--- src/hdl/lsq_core_pkg.sv ---
/*
 * Core-side definitions for the load/store queue
 * Operand width, physical register tags, ROB indices and the
 * operation encoding seen at dispatch
 */
package lsq_core_pkg;

	// Operand or memory value
	typedef logic [63:0] data_t;

	// Physical register tag, 64 registers
	typedef logic [5:0] prf_tag_t;

	// ROB index, 32 entries
	typedef logic [4:0] rob_idx_t;

	// Memory operation kind at dispatch
	typedef enum logic [1:0] {
		op_none,
		op_load,
		op_store
	} lsq_op_e;

	// Stores write no register
	localparam prf_tag_t none_tag = '0;

endpackage

--- src/hdl/result_arbiter.sv ---
`timescale 1ns/1ps
/*
 * Outgoing CDB arbiter
 * Registers one result per cycle; store completions win, a load
 * result waits until the bus is free
 */
module result_arbiter import lsq_core_pkg::*; (
	input  logic     clock,
	input  logic     reset,
	input  logic     sq_done,
	input  rob_idx_t sq_done_rob_idx,
	input  logic     lq_result_valid,
	input  prf_tag_t lq_result_tag,
	input  rob_idx_t lq_result_rob_idx,
	input  data_t    lq_result_data,
	output logic     lq_result_taken,
	output logic     cdb_valid,
	output prf_tag_t cdb_tag,
	output rob_idx_t cdb_rob_idx,
	output data_t    cdb_data
);
	assign lq_result_taken = lq_result_valid && !sq_done;

	always_ff @(posedge clock) begin
		if (reset) begin
			cdb_valid <= 1'b0;
		end else begin
			cdb_valid <= sq_done || lq_result_valid;
		end
	end

	always_ff @(posedge clock) begin
		if (sq_done) begin
			cdb_tag     <= none_tag;    // Stores write no register
			cdb_rob_idx <= sq_done_rob_idx;
			cdb_data    <= '0;
		end else begin
			cdb_tag     <= lq_result_tag;
			cdb_rob_idx <= lq_result_rob_idx;
			cdb_data    <= lq_result_data;
		end
	end

endmodule

--- config.mk ---
export PLATFORM = sky130hd
export DESIGN_NAME = result_arbiter
export DESIGN_NICKNAME = d
export VERILOG_FILES = /design/src/hdl/lsq_core_pkg.sv /design/src/hdl/result_arbiter.sv
export SDC_FILE = /design/constraint.sdc
export NUM_CORES = 1
export LEC_CHECK = 0
export BUFFER_PORTS_ARGS = -buffer_cell sky130_fd_sc_hd__buf_2
export CAP_MARGIN = 20
export CORE_MARGIN = 3
export CORE_UTILIZATION = 39
export DETAILED_ROUTE_END_ITERATION = 16
export PLACE_DENSITY = 0.79
export REMOVE_ABC_BUFFERS = 1
export SETUP_SLACK_MARGIN = 0.3
export SKIP_LAST_GASP = 1
export SLEW_MARGIN = 15
export SYNTH_ARGS = -nofsm -noshare
export SYNTH_HDL_FRONTEND = slang
export SYNTH_SLANG_ARGS = --single-unit
--- constraint.sdc ---
create_clock -name clock -period 0.8 [get_ports clock]
set_clock_uncertainty 0.05 [all_clocks]
set_input_delay 0.08 -clock clock [delete_from_list [all_inputs] [get_ports clock]]
set_output_delay 0.08 -clock clock [all_outputs]
set_load 0.05 [all_outputs]
# After elaboration in Yosys (flattened, before gate mapping)
# Index checks and enable logic that the tools add are counted.
[totals]
register_bits = 76
input_bits = 84
elab_cells = 8
[classes]
n_mux = 1
n_reduce_logical = 3
[ops]
columns = ["cell", "count"]
rows = [
  ["5-bit 2-to-1 mux", 1],
  ["1-bit logical AND", 1],
  ["1-bit zero test", 1],
  ["1-bit logical OR", 1],
]

# Depth between registers and ports, before layout
[logic_depth]
depth_word = 2
ltp_mapped = 3

# Worst setup path after synthesis
# No wires, ideal clock.
[synth_timing]
path_kind = "input port to output port"
from = "input sq_done"
to = "output lq_result_taken"
arrival_time_ps = 937
required_ps = 670
slack_ps = -267
stages = 2
path_buffers = 1
cell_sequence = "buf_2 -> nor2b_1"
[synth_between]
elab_chain_cells = 2
[synth_rtl]
columns = ["item", "line", "rtl"]
rows = [
  ["start: declaration", "result_arbiter.sv:10", "input logic sq_done,"],
  ["1-bit zero test", "result_arbiter.sv:22", "assign lq_result_taken = lq_result_valid && !sq_done;"],
  ["1-bit logical AND", "result_arbiter.sv:22", ""],
  ["end: declaration", "result_arbiter.sv:16", "output logic lq_result_taken,"],
]
# Every way passes these cells.

# Worst setup path after layout
[layout_timing]
from = "register cdb_data[3]"
to = "output cdb_data[3]"
[layout_lines]
columns = ["item", "line", "rtl"]
rows = [
  ["start: declaration", "result_arbiter.sv:20", "output data_t cdb_data"],
  ["start signal: assignment", "result_arbiter.sv:40", "cdb_data <= lq_result_data;"],
]
# No word-level cell between the ends.

==> run metrics <==
Fin. Hold Viols 76; Slew Viols, Final 0; register area share after synthesis 0.723; Setup TNS -9910 ps; PortBufs 160; FILL cells 300; first-pass GRT wire length between 8000 and 9000 um; share of layout cells above drive strength 1 0.785; CP arrival 820 ps; Longest Clk Path Bufs 2; fin util 0.777; GRT Util Overall 0.183; P_leak approximately 1.9 nW; Worst slew margin 0.831; peak supply drop approximately 1.3 mV; initial antenna violation count 0; PD cells roughly 2100 nW/um2; post-route ant nets 0; CP peak stage delay roughly 350 ps; commonest non-fill, non-tap cell in the layout buf_2; initial core utilization 0.407; hold path start lq_result_data[56]; Num CTS Buffers 9; post-synth top area cell dfxtp_1; Yosys cell types 7; residual DRC count 0; setup violators final 76; DIE HEIGHT between 70 and 80 um; Clock Tree Root clkbuf_8; f_max roughly 1100 MHz; Post-Route WL approximately 5700 um; worst slew pin tran 254 ps; max cap viols 0; final instance area between 4000 and 5000 um2; Hold Slack -97.3 ps; Crit. End Element primary output; GP Congestion about 0.71; slowest CP cell dfxtp_2; Worst Path Buf+Inv 1; status finished with violations; Clock transition at path regs 70 ps; post-CTS setup repair buffer count 0; # H-tree levels 3; Period Utilization, post-route 1.18; largest net degree at the start of global routing 37; synthesized area per cell 13.1 um2; CORE AREA roughly 5200 um2; DRT iter0 DRCs 24; WS Path Type reg2out; routed len/inst ~14 um; IO Pins 161; Cells after Synth approximately 160; critical path fanouts, max 1; crit start category flop; Worst Hold Depth 2; placed cell area ~3000 um2; CTS tree built; Mapped Area 2100 um2; total power 8.52 mW; WP data required about 670 ps; cell breakdown of the critical path buf_8; top-area cell type share of the netlist area 0.723; Yosys warning count 0; Sink Count 76; vias about 1,700; violated checks negative hold slack, negative setup slack; layout net count approximately 420; ANT cells 0; RSZ-0062 raised after global routing true; vias in the first global route about 1,900; Layout area overhead 90.9%; Area contributors post-synth dfxtp_1 (72%), nor2b_1 (21%), mux2_4 (3.6%); area of the die ~6300 um2; width of the die 79.5 um; most frequent cells in the layout buf_2 (81), dfxtp_2 (76), nor2b_1 (70); router iterations before antenna repair 4; detailed placer's ending HPWL ~3700 um; Worst Hold End cdb_data[56]; via/cell ratio between 4 and 5; Yosys reg bits 76; Rows 26; delay-heaviest family, CP flip-flops; crit path time final around 950 ps; fin worst setup slack -147 ps; Hold Crit Class in2reg; total gr overflow 0
-- area by class of cell --
class	instances	area, um2	share of cell area
clock inverters	2	10.0	0.00249
clock buffers	13	159	0.0396
well taps	70	87.6	0.0218
multi-input cells	77	537	0.134
flip-flops and latches	76	1620	0.402
repair buffers	167	1610	0.400
-- registers in the layout, indices dropped and copies added, names as in the netlist --
name         cells
cdb_tag          6
cdb_rob_idx      5
cdb_data        64
cdb_valid        1
-- worst max path at each step --
stage / start / endpoint / slack, ps / cells past startpoint
finish: cdb_data[3] / cdb_data[3] / -150 / 1
global route: cdb_data[56] / cdb_data[56] / -190 / 1
CTS: cdb_data[44] / cdb_data[44] / -160 / 1
global placement: sq_done / cdb_rob_idx[2] / -20 / 3
floorplan: lq_result_valid / lq_result_taken / -120 / 1
detailed placement: sq_done / cdb_data[44] / -40 / 3
-- power by group --
group | internal, mW | total [mW] | leakage [nW] | switching, mW
Combinational | 0.834 | 1.84 | 1.12 | 1.01
Sequential | 4.04 | 4.17 | 0.653 | 0.131
Clock | 1.27 | 2.51 | 0.0893 | 1.23
Total | 6.15 | 8.52 | 1.86 | 2.37
-- through the flow --
step	worst slack, ps	cells	hold WS [ps]
6_report	-147	405	-97.3
5_1_grt	-190	405	-115
4_1_cts	-162	405	-111
3_5_place_dp	-43.2	390	242
3_3_place_gp	-19.7	390	237
2_1_floorplan	-117	153	102
-- cell usage after synthesis --
library cell / count
buf_6: 1
o21ba_2: 1
dfxtp_1: 76
nor2b_1: 71
mux2_4: 5
buf_4: 3
buf_2: 4
-- cells by family (layout without fill, tap and decap cells) --
| family | count (synthesis) | in the layout | synth area share |
|---|---|---|---|
| and+or+nand+nor | 71 | 71 | 0.211 |
| AOI/OAI and AO/OA | 1 | 1 | 0.00476 |
| buffers and inverters | 8 | 182 | 0.0256 |
| DFF | 76 | 76 | 0.723 |
| muxes | 5 | 5 | 0.0357 |
-- layer usage --
layer  GRT usage  share of wire  up-vias
met3      0.0790           0.11       12
li1            -              -      825
met4      0.0842          0.020        0
met1       0.167           0.32      753
met2       0.343           0.55       99
met5           0              0        -
-- what timing repair did --
item	CTS	global route
endpoints found under the hold margin	76	76
resized for setup	277	24
endpoints found under the setup margin	77	79
(Power assumes the default switching activity.)
