[src/hdl/lsq_core_pkg.sv]
/*
 * Core-side definitions for the load/store queue
 * Operand width, physical register tags, ROB indices and the
 * operation encoding seen at dispatch
 */
package lsq_core_pkg;

	// Operand or memory value
	typedef logic [63:0] data_t;

	// Physical register tag, 64 registers
	typedef logic [5:0] prf_tag_t;

	// ROB index, 32 entries
	typedef logic [4:0] rob_idx_t;

	// Memory operation kind at dispatch
	typedef enum logic [1:0] {
		op_none,
		op_load,
		op_store
	} lsq_op_e;

	// Stores write no register
	localparam prf_tag_t none_tag = '0;

endpackage

[src/hdl/lsq_dispatch.sv]
`timescale 1ns/1ps
/*
 * LSQ dispatch stage
 * Fills waiting operands from the CDB, steers each instruction to the
 * load or store queue and registers the combined full flag
 */
module lsq_dispatch import lsq_core_pkg::*; (
	input  logic     clock,
	input  logic     reset,
	input  logic     inst_valid,
	input  lsq_op_e  inst_op,
	input  data_t    inst_opb,
	input  logic     inst_opb_valid,
	input  data_t    inst_rega,
	input  logic     inst_rega_valid,
	input  logic     cdb_in_valid,
	input  prf_tag_t cdb_in_tag,
	input  data_t    cdb_in_data,
	input  logic     mispredict,
	input  logic     lq_full,
	input  logic     sq_full,
	output logic     lq_alloc,
	output logic     sq_alloc,
	output data_t    opb,
	output logic     opb_valid,
	output data_t    rega,
	output logic     rega_valid,
	output logic     lsq_full
);
	logic accept;

	// Catch a broadcast that lands in the dispatch cycle
	always_comb begin
		opb        = inst_opb;
		opb_valid  = inst_opb_valid;
		rega       = inst_rega;
		rega_valid = inst_rega_valid;
		if (!inst_opb_valid && cdb_in_valid && cdb_in_tag == prf_tag_t'(inst_opb)) begin
			opb       = cdb_in_data;
			opb_valid = 1'b1;
		end
		if (!inst_rega_valid && cdb_in_valid && cdb_in_tag == prf_tag_t'(inst_rega)) begin
			rega       = cdb_in_data;
			rega_valid = 1'b1;
		end
	end

	assign accept   = inst_valid && !lsq_full && !mispredict;
	assign lq_alloc = accept && inst_op == op_load && !lq_full;    // Own flag covers the lag
	assign sq_alloc = accept && inst_op == op_store && !sq_full;

	always_ff @(posedge clock) begin
		if (reset) begin
			lsq_full <= 1'b0;
		end else begin
			lsq_full <= lq_full || sq_full;
		end
	end

endmodule

[config.mk]
export PLATFORM = sky130hd
export DESIGN_NAME = lsq_dispatch
export DESIGN_NICKNAME = d
export VERILOG_FILES = /design/src/hdl/lsq_core_pkg.sv /design/src/hdl/lsq_dispatch.sv
export SDC_FILE = /design/constraint.sdc
export NUM_CORES = 1
export LEC_CHECK = 0
export BUFFER_PORTS_ARGS = -buffer_cell sky130_fd_sc_hd__buf_4
export CAP_MARGIN = 20
export CORE_AREA = 2 2 132 134
export CTS_CLUSTER_DIAMETER = 200
export CTS_CLUSTER_SIZE = 8
export DETAILED_ROUTE_END_ITERATION = 10
export DIE_AREA = 0 0 134 136
export PLACE_DENSITY = 0.52
export SYNTH_ARGS = -nofsm -noshare
export SYNTH_HDL_FRONTEND = slang
export SYNTH_SLANG_ARGS = --single-unit
[constraint.sdc]
create_clock -name clock -period 1.3 [get_ports clock]
set_input_delay 0.065 -clock clock [delete_from_list [all_inputs] [get_ports clock]]
set_output_delay 0.065 -clock clock [all_outputs]
set_load 0.02 [all_outputs]
# == Word-level counts from Yosys, hierarchy flattened ==
# Cells that the tools add are included.
# classes
eq_ne,4
n_reduce_logical,17
n_mux,4
# ops
operator,count
2-to-1 mux 64 bit,2
== test 6 bit,2
logical AND 1 bit,10
logical NOT 1 bit,6
"== test 2 x 1 -> 1 bit, second input constant",1
"== test 2 bit, second input constant",1
2-to-1 mux 1 bit,2
logical OR 1 bit,1
# word_totals
input_bits,209
output_inout_bits,133
ff_bits,1
word_cells,26

# == Logic depth before layout (Yosys ltp) ==
# logic_depth
depth_word,5
depth_mapped,6
mapped_depth_nobuf,4

# == Worst setup path after synthesis ==
# No wires, ideal clock.
# synth_timing
path_type,flip-flop to output port
from,register lsq_full
to,output lq_alloc
t_arrival_ns,1.591
path_stages_with_launch,3
setup_slack_ns,-0.356
t_required_ns,1.235
n_path_buf,0
path_cell_list,dfxtp_1 or3b_2 nor4b_1
# synth_between
elab_chain_len,5
# synth_lines
item,line,rtl
start: declaration,lsq_dispatch.sv:28,output logic lsq_full
start signal: assignment,lsq_dispatch.sv:56,lsq_full <= lq_full || sq_full;
logical NOT 1 bit,lsq_dispatch.sv:48,assign accept = inst_valid && !lsq_full && !mispredict;
logical AND 1 bit (2 in a row),lsq_dispatch.sv:48,
logical AND 1 bit (2 in a row),lsq_dispatch.sv:49,assign lq_alloc = accept && inst_op == op_load && !lq_full;
end: declaration,lsq_dispatch.sv:22,"output logic lq_alloc,"
# Every way passes these cells.

# == Worst setup path in the final report ==
# layout_timing
from,input inst_rega[3]
to,output rega[36]
# layout_between
elab_chain_len,3
# layout_lines
item,line,rtl
start: declaration,lsq_dispatch.sv:14,"input data_t inst_rega,"
== test 6 bit,lsq_dispatch.sv:42,if (!inst_rega_valid && cdb_in_valid && cdb_in_tag == prf_tag_t'(inst_rega)) begin
logical AND 1 bit,lsq_dispatch.sv:42,
2-to-1 mux 64 bit,lsq_dispatch.sv:42,
end: declaration,lsq_dispatch.sv:26,"output data_t rega,"
# Every way passes these cells.

==> results.toml <==
[status]
status = "finished, violations left"
violations = "negative setup slack"

[floorplanning]
ios = 342
die_h_um = 136
start_util = 0.109
die_w_um = 134
dieArea_sq_um = 18200
coreArea_sq_um = 16900
placementRows = 48

[timing]
clock.fmax_ghz = 0.646
fin_crit_ns = 1.55
fin_crit_sh = 1.19
finalSetupTns_ns = -26.58
hold_violations = 0
grt_setup_unrepaired = "yes"
slew_violations = 0
setup-violations-final = 128
slew_headroom = 0.797
setup_ws_ns = -0.248
tightest_slew_ns = 0.302

[run]
maxCapViolCount = 0

[routing]
ant_nets = 0
drc = 0
via_per_inst = 3.83
drt-initial-drc-count = 85
routedWlPerCell_um = 15.7
routed_wl_um = 11600
dr.pass1.iters = 4
dr_total_vias = 2837

[synth]
synth_warnings = 0
synth_area_leaders = "mux2_2 (78%), buf_6 (6.8%), xor2_1 (4.8%)"
avgSynthCellArea_sq_um = 10.7
synth_edf_count = 0
yosysUniqueCellTypes = 19
synth_area_sq_um = 1830
ys_dominant_reg_cell = "dfxtp_1"
mappedNetlistNets = 381
seq_area_frac_synth = 0.0109
netlist_instances = 172
yosys.area.top_type_share = 0.780
synth_top_area_cell = "mux2_2"
synth_seq_cells = 1
ys_async_sr_fraction = 0

[global_routing]
gr-total-overflow = 0
grt_pass1_wl_um = 15500
grt_max_degree = 35
use_met3 = 0.0220
grt_pass1_vias = 2970
grtUsageMet2 = 0.211
antenna_found_initial = 0
grt_usage = 0.103
grt_use_met1 = 0.111
grt_busiest_layer = "met2"

[setup_path]
crit_arrival_ns = 1.48
critPathKind = "in2out"
worstPathMaxFanout = 34
start_kind = "input pin"
critPathRequiredTime_ns = 1.24
critical_path.endpoint_type = "output port"

[place]
place_area_sq_um = 4700
dp.cells = 735
numPortBuffers = 341
gp_congestion = 0.935
dp_hpwl_um = 9420

[layout]
final_nets = 727
drive_above_1_share = 0.959
largest_register = "lsq_full"
n_antenna_cell = 0
reg.largest.list = "lsq_full: 1 flops"
syn_to_final_growth_pct = 182
largest_reg_flops = 1
fin_area_sq_um = 5170
layout.cells.non_filler = 741

[pwr]
power_density_nw_per_um2 = 325
vdd_drop_max_v = 0.000131
p_leak_nw = 2.56

[clock_tree]
clk_pin_slew_ns = 0

[hold_path]
min_path_type = "in2reg"
## cell families after synthesis
logic type / synth area share
muxes: 0.786
and+or+nand+nor: 0.0662
buffers and inverters: 0.0751
xor gates and xnor gates: 0.0573
AOI/OAI and AO/OA: 0.00478
DFF: 0.0109
## cells in the final DEF, fill, tap and decap left out, drive strengths merged
| cell type | Yosys | final |
|---|---|---|
| nor4 | 1 | 1 |
| xor2 | 10 | 10 |
| or3b | 1 | 1 |
| nand4 | 1 | 1 |
| nand2 | 2 | 2 |
| xnor2 | 2 | 2 |
| mux2i | 1 | 1 |
| nor2 | 2 | 2 |
| nand2b | 3 | 3 |
| nor3 | 2 | 2 |
| nor3b | 1 | 1 |
| o41ai | 1 | 1 |
| buf | 13 | 356 |
| nor4b | 3 | 3 |
| mux2 | 127 | 127 |
| dfxtp | 1 | 1 |
| clkbuf | 0 | 1 |
| inv | 1 | 1 |
## cell type report
cell class	instances	area, sq um
multi-input cells	157	1760
flip-flops and latches	1	20.0
well taps	225	282
repair buffers	357	3100
inverters	1	3.75
fillers	1796	11700
## worst paths after layout
path	slack, ns	cells past startpoint	startpoint	endpoint
setup / recovery	-0.25	7	inst_rega[3]	rega[36]
hold / removal	0.23	2	reset	lsq_full
## stage by stage
stage / hold slack, ns / util / setup slack (ns) / total power [W]
global route: 0.246 / 0.306 / -0.297 / 0.00176
CTS: 0.230 / 0.296 / -0.251 / 0.00164
finish: 0.229 / 0.306 / -0.248 / 0.00168
floorplan: 0.137 / - / 0.0101 / 0.000626
global placement: 0.223 / 0.278 / -0.310 / 0.00154
detailed placement: 0.230 / 0.278 / -0.291 / 0.00155
## cell usage after synthesis, types with 2 or more instances
| library cell | n |
|---|---|
| nor3_1 | 2 |
| buf_2 | 2 |
| xor2_1 | 10 |
| mux2_2 | 127 |
| nand2b_1 | 3 |
| nor4b_1 | 3 |
| buf_6 | 11 |
| nor2_1 | 2 |
| xnor2_1 | 2 |
## layer usage
layer | wire (um) | part of all wire
met2 | 6490 | 0.56
met5 | 0 | 0
met4 | 65 | 0.0056
met3 | 968 | 0.083
met1 | 4080 | 0.35
## power breakdown
part            total, W  leakage, nW  switching, W  internal, W
Clock                  0            0             0            0
Sequential     0.0000345      0.00841    0.00000111    0.0000334
Combinational    0.00165         2.56      0.000676     0.000971
## critical path: stages
cell,delay [ns]
buf_4,0.13
xor2_4,0.16
nor4_4,0.34
nand2_4,0.11
buf_12,0.19
mux2_2,0.30
buf_4,0.16
## repair_timing
item                                    4_1_cts  5_1_grt
gates cloned                                  2        2
buffers inserted                              3        1
endpoints found under the hold margin         0        0
endpoints found under the setup margin      130      130
pin swaps                                     2        1
hold buffers                                  0        0
resized for setup                            55       36
(Power assumes the default switching activity.)
