### src/hdl/lsq_core_pkg.sv
/*
 * Core-side definitions for the load/store queue
 * Operand width, physical register tags, ROB indices and the
 * operation encoding seen at dispatch
 */
package lsq_core_pkg;

	// Operand or memory value
	typedef logic [63:0] data_t;

	// Physical register tag, 64 registers
	typedef logic [5:0] prf_tag_t;

	// ROB index, 32 entries
	typedef logic [4:0] rob_idx_t;

	// Memory operation kind at dispatch
	typedef enum logic [1:0] {
		op_none,
		op_load,
		op_store
	} lsq_op_e;

	// Stores write no register
	localparam prf_tag_t none_tag = '0;

endpackage

### src/hdl/lsq_bus_pkg.sv
/*
 * Data-cache port definitions
 * Byte addresses, transaction tags and bus commands
 */
package lsq_bus_pkg;

	typedef logic [63:0] addr_t;   // Byte address

	// Zero on mem_response means the request was refused
	typedef logic [3:0] mem_tag_t;

	typedef enum logic [1:0] {
		bus_none,
		bus_load,
		bus_store
	} bus_command_e;

endpackage

### src/hdl/dcache_arbiter.sv
`timescale 1ns/1ps
/*
 * Data-cache port arbiter
 * Stores win over loads; a refused request is held and replayed
 * every cycle until the cache accepts it
 */
module dcache_arbiter import lsq_core_pkg::*, lsq_bus_pkg::*; (
	input  logic         clock,
	input  logic         reset,
	input  logic         lq_req,
	input  addr_t        lq_req_addr,
	input  logic         sq_req,
	input  addr_t        sq_req_addr,
	input  data_t        sq_req_data,
	input  logic         mispredict,
	input  mem_tag_t     mem_response,
	output logic         lq_grant,
	output logic         sq_grant,
	output bus_command_e mem_command,
	output addr_t        mem_address,
	output data_t        mem_data_out
);
	logic  held_valid;
	logic  held_is_store;
	addr_t held_addr;
	data_t held_data;
	logic  accepted;

	always_comb begin
		mem_command  = bus_none;
		mem_address  = '0;
		mem_data_out = '0;
		if (held_valid) begin    // Replay blocks new requests
			if (held_is_store) begin
				mem_command  = bus_store;
				mem_address  = held_addr;
				mem_data_out = held_data;
			end else if (!mispredict) begin
				mem_command = bus_load;
				mem_address = held_addr;
			end
		end else if (sq_req) begin
			mem_command  = bus_store;
			mem_address  = sq_req_addr;
			mem_data_out = sq_req_data;
		end else if (lq_req && !mispredict) begin    // No loads for a squashed path
			mem_command = bus_load;
			mem_address = lq_req_addr;
		end
	end

	assign accepted = mem_response != '0;
	assign sq_grant = accepted && mem_command == bus_store;
	assign lq_grant = accepted && mem_command == bus_load;

	always_ff @(posedge clock) begin
		if (reset) begin
			held_valid <= 1'b0;
		end else if (held_valid) begin
			if (accepted || (mispredict && !held_is_store)) held_valid <= 1'b0;
		end else if (mem_command != bus_none && !accepted) begin
			held_valid <= 1'b1;
		end
	end

	always_ff @(posedge clock) begin
		if (!held_valid) begin
			held_is_store <= mem_command == bus_store;
			held_addr     <= mem_address;
			held_data     <= mem_data_out;
		end
	end

	// A refused command is driven again unchanged, unless a squash drops a load
	assert property (@(posedge clock) disable iff (reset)
		mem_command != bus_none && !accepted
		|=> (mem_command == $past(mem_command) && mem_address == $past(mem_address) &&
			mem_data_out == $past(mem_data_out)) ||
			(mispredict && $past(mem_command) == bus_load));

endmodule

### config.mk
export PLATFORM = sky130hd
export DESIGN_NAME = dcache_arbiter
export DESIGN_NICKNAME = d
export VERILOG_FILES = /design/src/hdl/lsq_core_pkg.sv /design/src/hdl/lsq_bus_pkg.sv /design/src/hdl/dcache_arbiter.sv
export SDC_FILE = /design/constraint.sdc
export NUM_CORES = 1
export LEC_CHECK = 0
export BUFFER_PORTS_ARGS = -buffer_cell sky130_fd_sc_hd__buf_2
export CAP_MARGIN = 20
export CORE_MARGIN = 5
export CORE_UTILIZATION = 37
export DETAILED_ROUTE_END_ITERATION = 16
export PLACE_DENSITY_LB_ADDON = 0.3
export SLEW_MARGIN = 10
export SYNTH_ARGS = -nofsm -noshare
export SYNTH_HDL_FRONTEND = slang
export SYNTH_SLANG_ARGS = --single-unit
### constraint.sdc
create_clock -name clock -period 6.8 [get_ports clock]
set_input_delay 1.36 -clock clock [delete_from_list [all_inputs] [get_ports clock]]
set_output_delay 1.36 -clock clock [all_outputs]
set_load 0.02 [all_outputs]
## Word level (Yosys, flattened, before mapping)

Index checks and enable logic that the tools add are counted.

- Output and inout port bits: 132
- Flip-flop bits (word level): 130
- Word-level logic and storage cells: 33
- Bits of input ports: 201

- Mux-type cells: 16
- Equality and inequality tests: 2
- Reductions and logical operators: 11

Operators with widths:

| operator | count |
|---|---|
| 2-to-1 mux 64 bit | 8 |
| 2-to-1 mux 2 bit | 3 |
| logical AND 1 bit | 5 |
| 2-to-1 mux 1 bit | 5 |
| nonzero test 4 bit | 1 |
| logical NOT 1 bit | 3 |
| equality test 2 x 1 -> 1 bit (second input constant) | 1 |
| equality test 2 bit (second input constant) | 1 |
| nonzero test 2 bit | 1 |
| logical OR 1 bit | 1 |

## Logic depth before layout (Yosys ltp)

- Depth in word-level cells: 9
- Gate-level depth with buffers: 5

## Worst setup path after synthesis

No wires, ideal clock.

- Path kind: reg-to-output
- Start point: register held_valid
- End point: output port mem_address[10]
- Cell stages (with the launch flop): 6
- Slack: 1519 ps
- Path buffers: 2
- Data arrival time: 3921 ps
- Cells stage by stage: dfxtp_1 clkbuf_2 inv_1 a21oi_2 buf_2 a221o_1

- Longest elaborated chain between the ends: 1

RTL lines:

| what | line | source |
|---|---|---|
| start: declaration | dcache_arbiter.sv:23 | `logic held_valid;` |
| start signal: assignment | dcache_arbiter.sv:58 | `held_valid <= 1'b0;` |
| start signal: assignment | dcache_arbiter.sv:60 | `if (accepted \|\| (mispredict && !held_is_store)) held_valid <= 1'b0;` |
| start signal: assignment | dcache_arbiter.sv:62 | `held_valid <= 1'b1;` |
| 2-to-1 mux 64 bit | dcache_arbiter.sv:33 | `if (held_valid) begin` |
| end: declaration | dcache_arbiter.sv:20 | `output addr_t mem_address,` |

No other way between the ends.

## Final worst setup path

- Start point: input port sq_req
- End point: output port mem_address[44]

- Longest elaborated chain between the ends: 2

RTL lines:

| what | line | source |
|---|---|---|
| start: declaration | dcache_arbiter.sv:12 | `input logic sq_req,` |
| 2-to-1 mux 64 bit | dcache_arbiter.sv:42 | `end else if (sq_req) begin` |
| 2-to-1 mux 64 bit | dcache_arbiter.sv:33 |  |

No other way between the ends.

==> results_dict.tcl <==
set metrics [dict create \
    clk_pin_slew_ns 0.05 \
    grt_pass1_vias 4723 \
    cp_data_required_time_ns 5.44 \
    post-place-ws_ns 2.27 \
    dieWidth_um 135 \
    finClkSkew_ns 0.00973 \
    ctsResizeCount 0 \
    antenna_found_initial 0 \
    syn_inst 373 \
    power.leakage_uw 0.00387 \
    rrSetupSlack_ns 4.47 \
    path_class "in -> out" \
    die_h_um 135 \
    dieArea_mm2 0.0182 \
    rr_worst_depth 2 \
    grt_max_degree 75 \
    grt_pass1_wl_um 26400 \
    fin_crit_ns 4.56 \
    rows 45 \
    gr-total-overflow 0 \
    drcViolationCount 0 \
    syn_to_final_growth_pct 42.2 \
    setup_viol 0 \
    max-clock-path-buffers 2 \
    worstMarginPinSlew_ns 0.930 \
    clk_latency_ns 0.41 \
    synth_area_per_cell_um2 15.5 \
    setup.worst_path.end_class "output pin" \
    crit_chain "buf_2 > nor2b_4 > buf_4 > a221o_1 > buf_2" \
    p_seq_share_pct 43.9 \
    tritoncts.num_buffers 17 \
    cp.arrival_ns 3.20 \
    crit_slowest_cell "buf_4" \
    cts_root_buf "clkbuf_16" \
    synth_cell_types 19 \
    crit_path_max_incr_delay_ns 0.61 \
    internal_power_uw 1670 \
    power_switching_uw 515 \
    relSlewSlack_pct 38.0 \
    io_pins 333 \
    critPathMostFrequentCell "buf_2" \
    fin_ws_ns 2.24 \
    utilization_pct 53.8 \
    detail_route.wl_per_cell_um 19.2 \
    power_frac_comb_pct 12.6 \
    dr.pass1.iters 4 \
    syn-cell-area_mm2 0.00577 \
    initial_core_util_pct 37.8 \
    peakVddDrop_mv 0.142 \
    num_antenna_cells 0 \
    fmax_ghz 0.219 \
    rsz0062_at_grt "false" \
    synth_seq_cells 130 \
    numPortBuffers 332 \
    hp-class "reg -> reg" \
    fin_area_mm2 0.00820 \
    clock-sinks 130 \
    switching_share_pct 23.5 \
    maxCapViolations 0 \
    min_period_over_period_pct 67.0 \
    whs_path_depth 1 \
    place_area_mm2 0.00759 \
    drive_above_1_share_pct 52.6 \
    synth_warnings 0 \
    power_uw 2190 \
    gp_congestion 0.801 \
    gr-usage-all-layers_pct 18.6 \
    yosysSeqAreaShare_pct 67.5 \
    viasPerCell 5.19 \
    synth_nets 574 \
    core_mm2 0.0153 \
    vias 4767 \
    cp_max_fo 54 \
    htreeDepth 4 \
    dp_hpwl_um 12500 \
    layout.nets 896 \
    tns_ns 0 \
    slew_violations 0 \
    wirelength_um 17600 \
    clkPwrFrac_pct 43.4 \
    hold_viol 0 \
    ant_nets 0 \
    cts_tree "built" \
    status "completed" \
    ctsHoldBuffers 0 \
    power.density_mw_per_mm2 267 \
    start_kind "primary input" \
    drt-initial-drc-count 305 \
    cts_setup_buffers 0 \
]
==> cell type report <==
cell class	instances	area [um^2]
clock buffers	17	425
multi-input cells	205	1720
fillers	1324	7050
well taps	211	264
flip-flops and latches	130	3890
repair buffers	337	1700
inverters	4	17.5
clock inverters	14	189
==> stage by stage <==
stage / hold slack, ns / std cells
CTS: 0.569 / 918
floorplan: 0.702 / 373
finish: 0.562 / 918
global placement: 0.552 / 887
global route: 0.587 / 918
detailed placement: 0.553 / 887
==> path summary, 6_finish.rpt <==
check                                    from               to
worst max-delay path                   sq_req  mem_address[44]
worst min-delay path            held_data[29]    held_data[29]
worst max register to register     held_valid     held_data[7]
worst min register to register  held_data[29]    held_data[29]
==> registers in the layout, indices dropped and copies added (netlist names) <==
signal,count
held_valid,1
held_addr,64
held_is_store,1
held_data,64
==> cells by family after synthesis <==
logic type             Yosys count  share of synthesized area, %
and+or+nand+nor                 73                          8.11
buffers and inverters           38                          3.08
DFF                            130                          67.5
AOI/OAI and AO/OA              132                          21.3
==> synthesized netlist by cell type <==
library cell    n  share of area, %
edfxtp_1      129                67
and2_1         65               7.0
a221o_1        64                11
a22o_1         64               9.7
buf_2          21               1.8
clkbuf_2        7              0.61
clkbuf_1        5              0.33
inv_1           4              0.26
nor2_1          3              0.20
nor4_1          2              0.22
a211oi_1        1              0.13
a21oi_1         1             0.087
a21oi_2         1              0.15
buf_1           1             0.065
dfxtp_1         1              0.35
nor2b_1         1              0.11
nor3b_1         1              0.13
nor4b_4         1              0.41
o31ai_1         1              0.13
==> worst max-delay path: cells and delay by family <==
family	cells	cell delay (ns)
buffers and inverters	3	0.94
and+or+nand+nor	1	0.56
AOI/OAI and AO/OA	1	0.30
==> layer usage <==
| metal | up-vias | share of wire (%) | global-route usage [%] |
|---|---|---|---|
| met5 | - | 0 | 0 |
| met4 | 0 | 1.1 | 6.11 |
| met2 | 231 | 49 | 29.7 |
| met3 | 14 | 9.1 | 6.82 |
| met1 | 2300 | 41 | 23.5 |
| li1 | 2222 | - | - |
==> cell usage in the layout, fill, tap and decap left out, drive strengths merged <==
cell type  Yosys  routed
a21oi          2       2
nor4           2       2
inv            4       5
clkinv         0       7
clkbuf        12      17
bufinv         0       4
buf           22     337
a211oi         1       1
o31ai          1       1
and2          65      65
a22o          64      64
clkinvlp       0       2
nor2b          1       1
a221o         64      64
nor3b          1       1
edfxtp       129     129
nor2           3       3
nor4b          1       1
dfxtp          1       1
==> power groups by stage <==
stage,sequential (uW),combinational [uW],clock [uW]
after floorplan,969,155,0
after global routing,966,297,1010
after global placement,975,274,0
after CTS,961,279,975
after detailed placement,974,279,0
final,961,277,951
(Power assumes the default switching activity.)
