==> src/hdl/lsq_core_pkg.sv <==
/*
 * Core-side definitions for the load/store queue
 * Operand width, physical register tags, ROB indices and the
 * operation encoding seen at dispatch
 */
package lsq_core_pkg;

	// Operand or memory value
	typedef logic [63:0] data_t;

	// Physical register tag, 64 registers
	typedef logic [5:0] prf_tag_t;

	// ROB index, 32 entries
	typedef logic [4:0] rob_idx_t;

	// Memory operation kind at dispatch
	typedef enum logic [1:0] {
		op_none,
		op_load,
		op_store
	} lsq_op_e;

	// Stores write no register
	localparam prf_tag_t none_tag = '0;

endpackage

==> src/hdl/lsq_bus_pkg.sv <==
/*
 * Data-cache port definitions
 * Byte addresses, transaction tags and bus commands
 */
package lsq_bus_pkg;

	typedef logic [63:0] addr_t;   // Byte address

	// Zero on mem_response means the request was refused
	typedef logic [3:0] mem_tag_t;

	typedef enum logic [1:0] {
		bus_none,
		bus_load,
		bus_store
	} bus_command_e;

endpackage

==> src/hdl/store_queue.sv <==
`timescale 1ns/1ps
/*
 * Store queue
 * Circular buffer of stores in program order; the head store writes
 * the cache once it is ready and at the head of the ROB
 */
module store_queue import lsq_core_pkg::*, lsq_bus_pkg::*; #(
	parameter int sq_size = 8
) (
	input  logic     clock,
	input  logic     reset,
	input  logic     sq_alloc,
	input  data_t    inst_opa,
	input  data_t    opb,
	input  logic     opb_valid,
	input  data_t    rega,
	input  logic     rega_valid,
	input  rob_idx_t inst_rob_idx,
	input  logic     cdb_in_valid,
	input  prf_tag_t cdb_in_tag,
	input  data_t    cdb_in_data,
	input  rob_idx_t rob_head,
	input  logic     mispredict,
	input  logic     sq_grant,
	output logic     sq_req,
	output addr_t    sq_req_addr,
	output data_t    sq_req_data,
	output logic     sq_oldest_valid,
	output rob_idx_t sq_oldest_rob_idx,
	output logic     sq_done,
	output rob_idx_t sq_done_rob_idx,
	output logic     sq_full
);
	localparam int sq_idx_w = $clog2(sq_size);

	typedef logic [sq_idx_w:0]   sq_ptr_t;    // Extra wrap bit
	typedef logic [sq_idx_w-1:0] sq_slot_t;

	sq_ptr_t  head;
	sq_ptr_t  tail;
	sq_slot_t head_slot;
	sq_slot_t tail_slot;
	logic     sq_empty;

	data_t              base [sq_size];
	data_t              offset [sq_size];
	data_t              store_data [sq_size];
	rob_idx_t           rob_idx [sq_size];
	logic [sq_size-1:0] off_valid;
	logic [sq_size-1:0] data_valid;

	assign head_slot = head[sq_idx_w-1:0];
	assign tail_slot = tail[sq_idx_w-1:0];
	assign sq_empty  = head == tail;
	assign sq_full   = head == {~tail[sq_idx_w], tail_slot};

	// Stores stay in order, so the head is the oldest
	assign sq_oldest_valid   = !sq_empty;
	assign sq_oldest_rob_idx = rob_idx[head_slot];

	////////////////////////////////////////
	// Commit-time issue
	////////////////////////////////////////

	assign sq_req = !sq_empty && off_valid[head_slot] && data_valid[head_slot] &&
		rob_idx[head_slot] == rob_head;
	assign sq_req_addr = base[head_slot] + offset[head_slot];
	assign sq_req_data = store_data[head_slot];

	assign sq_done         = sq_grant;    // Retires the head
	assign sq_done_rob_idx = rob_idx[head_slot];

	always_ff @(posedge clock) begin
		if (reset) begin
			head <= '0;
			tail <= '0;
		end else begin
			if (sq_grant) head <= head + 1'b1;
			// A committing head store is past the branch and survives
			if (mispredict) begin
				tail <= head + sq_ptr_t'(sq_req);
			end else if (sq_alloc) begin
				tail <= tail + 1'b1;
			end
		end
	end

	////////////////////////////////////////
	// Entries and wakeup
	////////////////////////////////////////

	always_ff @(posedge clock) begin
		for (int i = 0; i < sq_size; i++) begin
			if (!off_valid[i] && cdb_in_valid && cdb_in_tag == prf_tag_t'(offset[i])) begin
				offset[i]    <= cdb_in_data;
				off_valid[i] <= 1'b1;
			end
			if (!data_valid[i] && cdb_in_valid &&
					cdb_in_tag == prf_tag_t'(store_data[i])) begin
				store_data[i] <= cdb_in_data;
				data_valid[i] <= 1'b1;
			end
		end
		if (sq_alloc) begin
			base[tail_slot]       <= inst_opa;
			offset[tail_slot]     <= opb;
			off_valid[tail_slot]  <= opb_valid;
			store_data[tail_slot] <= rega;
			data_valid[tail_slot] <= rega_valid;
			rob_idx[tail_slot]    <= inst_rob_idx;
		end
	end

	// Dispatch must hold stores back while the buffer is full
	assert property (@(posedge clock) disable iff (reset) sq_alloc |-> !sq_full);

endmodule

==> config.mk <==
export PLATFORM = sky130hd
export DESIGN_NAME = store_queue
export DESIGN_NICKNAME = d
export VERILOG_FILES = /design/src/hdl/lsq_core_pkg.sv /design/src/hdl/lsq_bus_pkg.sv /design/src/hdl/store_queue.sv
export SDC_FILE = /design/constraint.sdc
export NUM_CORES = 2
export LEC_CHECK = 0
export BUFFER_PORTS_ARGS = -buffer_cell sky130_fd_sc_hd__buf_2
export CAP_MARGIN = 20
export CORE_MARGIN = 2
export CORE_UTILIZATION = 55
export CTS_BUF_LIST = sky130_fd_sc_hd__clkbuf_4 sky130_fd_sc_hd__clkbuf_8
export CTS_CLUSTER_SIZE = 40
export DETAILED_ROUTE_END_ITERATION = 10
export PLACE_DENSITY_LB_ADDON = 0.12
export SLEW_MARGIN = 10
export SYNTH_ARGS = -nofsm -noshare
export SYNTH_HDL_FRONTEND = slang
export SYNTH_SLANG_ARGS = --single-unit
==> constraint.sdc <==
create_clock -name clock -period 12.45 [get_ports clock]
set_input_delay 1.8675 -clock clock [delete_from_list [all_inputs] [get_ports clock]]
set_output_delay 1.8675 -clock clock [all_outputs]
set_load 0.01 [all_outputs]
; Yosys cells after proc, flatten, opt, wreduce, memory -nomap -nowiden
; Memory sizes are Yosys's and may differ from the RTL's. A register that Yosys moved wholly into a read port is not among the register bits.
; Cells that the tools add are included.
[classes]
n_reduce_logical = 54
n_eq_ne = 19
n_lt_le_gt_ge = 3
n_addsub = 4
n_bitwise = 1
mux = 70
[ops]
columns = cell, n
row1 = $eq A6 B6 Y1, 16
row2 = $add A64 B64 Y64, 1
row3 = $mux W1, 53
row4 = $logic_and A1 B1 Y1, 36
row5 = $mux W3, 8
row6 = $logic_not A1 Y1, 17
row7 = $bwmux W8, 2
row8 = $mux W8, 2
row9 = $add A4 B1 Y4 const B, 2
row10 = $eq A4 B4 Y1, 2
row11 = $lt A3 B4 Y1 const B, 2
row12 = $mux W4, 2
row13 = $bmux W1 S3, 2
row14 = $eq A5 B5 Y1, 1
row15 = $add A4 B1 Y4, 1
row16 = $demux W1 S3, 1
row17 = $ge A3 B1 Y1 const B, 1
row18 = $reduce_bool A2 Y1, 1
row19 = $not A1 Y1, 1
[word_totals]
memories = 4
word_cells = 159
register_bits = 24
ramBits = 1576
[memory_table]
columns = name, depth, word_bits, read_ports, rd_clocked_by_memory_dff, write_ports, line_no
row1 = base, 8, 64, 1, 1, 1, store_queue.sv:45  ; data_t base [sq_size];
row2 = offset, 8, 64, 9, 1, 9, store_queue.sv:46  ; data_t offset [sq_size];
row3 = store_data, 8, 64, 9, 1, 9, store_queue.sv:47  ; data_t store_data [sq_size];
row4 = rob_idx, 8, 5, 1, 1, 1, store_queue.sv:48  ; rob_idx_t rob_idx [sq_size];

; Longest topological paths before layout
[logic_depth]
ltp_word = 7
mapped_depth = 17

; Worst setup path after synthesis
; OpenSTA, ideal clock, no wires.
[synth_timing]
kind = input to register
startpoint = input cdb_in_tag[0]
endpoint = register off_valid[2]
t_required_ns = 12.365
cell_stages = 6
path_slack_ns = 2.283
t_arrival_ns = 10.082
n_path_buf = 2
path_cell_list = clkbuf_1 clkbuf_1 xnor2_1 nand3_1 o41ai_1 o22a_1
[synth_between]
elab_chain_len = 5
[synth_lines]
columns = item, line_no
row1 = "start, declared", store_queue.sv:20  ; input prf_tag_t cdb_in_tag,
row2 = $eq A6 B6 Y1 *, store_queue.sv:94  ; if (!off_valid[i] && cdb_in_valid && cdb_in_tag == prf_tag_t'(offset[i])) begin
row3 = $logic_and A1 B1 Y1 *, store_queue.sv:94
row4 = $mux W1 *, store_queue.sv:94
row5 = $bwmux W8, store_queue.sv:107  ; off_valid[tail_slot] <= opb_valid;
row6 = $mux W8 *, store_queue.sv:104  ; if (sq_alloc) begin
row7 = "end signal, assigned by index", store_queue.sv:107
row8 = "end, declared", store_queue.sv:49  ; logic [sq_size-1:0] off_valid;
; Every way passes the cells marked *; elsewhere a longest branch is shown, timed or not.
; A chain may end at the register's enable or synchronous reset.

==> out/metrics.cfg <==
[timing]
setup_viol=0
finalClockSkew_ns=0.0525
rsz0062_at_grt=false
maxSlewViolCount=0
max_freq_ghz=0.108
finalHoldViolations=0
timing.hold.ws_ns=0.494
period_minus_slack_ns=9.27
worst_pin_slew_ns=1.18
finalSetupTns_ns=0
layout_setup_ws_ns=3.18
relSlewSlack_pct=21.5
period_share_pct=74.5

[synthesis]
synth_compound_area_share_pct=2.48
syn_nets=6454
postSynthCellCount=6106
yosys.area_share.simple_pct=14.2
synth_edf_count=1576
synthXorXnorAreaFrac_pct=1.95
synthArstFlopShare_pct=0
synth_flop_cell=edfxtp_1
netlist_area_sq_mm=0.0769
ys_seq_elements=1603
ys.warnings.count=0
syn_avg_cell_area_sq_um=12.6
seq_area_frac_synth_pct=62.2
yosysUniqueCellTypes=76
synth-adder-area-share_pct=1.12
muxShareOfSynthArea_pct=14.5
synth_top_family_by_area=multiplexers

[cells_and_area]
drive_gt1_share_pct=24.0
final_common_cell=nand2_1
mostFrequentLayoutCells=nand2_1, edfxtp_1, buf_2
syn2layout_area_growth_pct=10.6
n_fill_cell=10900
finalNonFillerCells=8456
nNetsFinal=6723

[die]
rows=137
die_area_sq_mm=0.143
fp.coreArea_sq_mm=0.139
die_x_um=378
die_h_um=378
ios=422
start_util_pct=55.3

[critical_path]
rr_worst_depth=7
cp_max_fo=58
start_kind=flip-flop
criticalPathCategory=flip-flop to primary output
timing.rr.end=store_data[1][42]
critPathSlowestCell=buf_4
r2r-start=tail[2]
path_cells=buf_4, buf_4, mux4_2, mux2_2, ha_1, a21oi_1, o21ai_0, a221oi_2, o221ai_1, a221oi_1, o221ai_1, a21oi_1, xnor2_1, buf_2
r2r_slack_ns=8.12
max_stage_delay_ns=0.75
crit_path_end_kind=primary output
critPathArrivalTime_ns=7.40
critPathRequiredTime_ns=10.58

[placement]
placedCellCount=7964
dp_slack_ns=4.22
io_buffers=421
dpl.hpwl_mm=144
routabilityCongestion=0.952

[clocking]
ctsHoldBuffers=0
root_buffer=clkbuf_8
h-tree-depth=5
cts.reportedPaths.clkPinSlew_ns=0.06
cts_tree=done
post_cts_resize_count=0
cts_sinks=1603
cts_max_path_buffers=4
clkLatencyLatePin_ns=1.00
cts_inserted_buffers=284
post-cts-setup-buffers=0

[global_routing]
grt_pass1_vias=50600
grt_max_degree=119
grt_usage_pct=33.8
grt_antenna_before_repair=78
grt_overflow_total=0
grt_pass1_wl_mm=343

[power]
power.leakage_nw=31.4
ir_drop_v=0.000103
p_per_area_mw_per_mm2=158

[drt]
drt_first_pass_iters=6
num_vias=52100
via_per_inst=6.17
routedWlPerCell_um=28.6
drc=0
drt_iter0_markers=6776
drt-total-wl_mm=242
detail-route-antenna-nets=0

[min_path]
hold_start=off_valid[0]
hold_class=flip-flop to flip-flop
min_to=off_valid[0]
min_path_cells=1

[outcome]
status=finished, final reports clean

[run]
cap_violations=0

==> report_power, final <==
group	internal, W	switching (W)
sequential	0.00613	0.0000694
combinational	0.000924	0.00166
clock	0.00253	0.00213
==> registers in the layout, indices dropped and copies added (netlist names), named ones only <==
register	cells
store_data	512
tail	4
head	4
rob_idx	40
offset	512
base	512
data_valid	8
off_valid	8
==> layer usage <==
layer  GRT usage (%)  share of wire (%)  vias up
li1                -                  -    22300
met1            46.4                 38    25800
met2            52.4                 46     3390
met3            8.29                 12      665
met4            13.1                3.7       50
met5               0               0.13        -
==> through the flow <==
stage                     util [%]  area, sq um  power (W)
after global routing          61.1        85000     0.0139
final                         61.1        85100     0.0134
after global placement        57.3        79800    0.00882
after detailed placement      57.3        79800    0.00885
after CTS                     61.0        85000     0.0134
after floorplan                  -        76900    0.00790
==> Yosys cell counts, types with 22 or more instances <==
| cell type | count | area [sq um] |
|---|---|---|
| buf_1 | 68 | 255 |
| edfxtp_1 | 1576 | 47300 |
| buf_4 | 118 | 886 |
| o21ai_0 | 31 | 155 |
| ha_1 | 67 | 838 |
| inv_1 | 36 | 135 |
| mux2_2 | 193 | 2170 |
| clkbuf_1 | 274 | 1030 |
| mux4_2 | 395 | 8900 |
| nand3_1 | 39 | 195 |
| a21oi_1 | 97 | 485 |
| xor2_1 | 87 | 762 |
| xnor2_1 | 84 | 736 |
| nand4_1 | 22 | 138 |
| nor2_1 | 56 | 210 |
| dfxtp_1 | 27 | 541 |
| nand2_1 | 2636 | 9890 |
| buf_2 | 42 | 210 |
==> area by class of cell <==
class / count / area [sq um] / area share, %
clock inverters: 90 / 584 / 0.687
inverters: 36 / 195 / 0.229
diodes: 30 / 75.1 / 0.0883
flip-flops and latches: 1603 / 47900 / 56.3
clock buffers: 371 / 4590 / 5.40
multi-input cells: 3938 / 26500 / 31.2
well taps: 1876 / 2350 / 2.76
repair buffers: 512 / 2850 / 3.35
==> worst max-delay path by stage <==
stage / to / cells past startpoint / startpoint
floorplan: off_valid[2] / 6 / cdb_in_tag[0]
global route: sq_req_addr[59] / 14 / flip-flop
detailed placement: sq_req_addr[47] / 14 / flip-flop
CTS: sq_req_addr[47] / 14 / flip-flop
finish: sq_req_addr[59] / 14 / flip-flop
global placement: sq_req_addr[47] / 14 / flip-flop
==> cell families (layout without fill, tap and decap cells) <==
logic type | after synthesis | count (layout)
adders and majority gates | 68 | 68
other | 0 | 30
xor gates and xnor gates | 171 | 171
DFF | 1603 | 1603
AOI/OAI and AO/OA | 279 | 279
and+or+nand+nor | 2825 | 2825
muxes | 595 | 595
buffers and inverters | 565 | 1009
==> worst max-delay path, delay by kind of cell (launching register included) <==
family | cells | cell delay [ns]
AO/OA/AOI/OAI | 7 | 2.47
buffers and inverters | 3 | 1.61
multiplexers | 2 | 0.77
flip-flops | 1 | 0.73
adder cells (fa/ha/maj) | 1 | 0.44
XOR/XNOR | 1 | 0.21
Power figures use the tool's default switching activity.
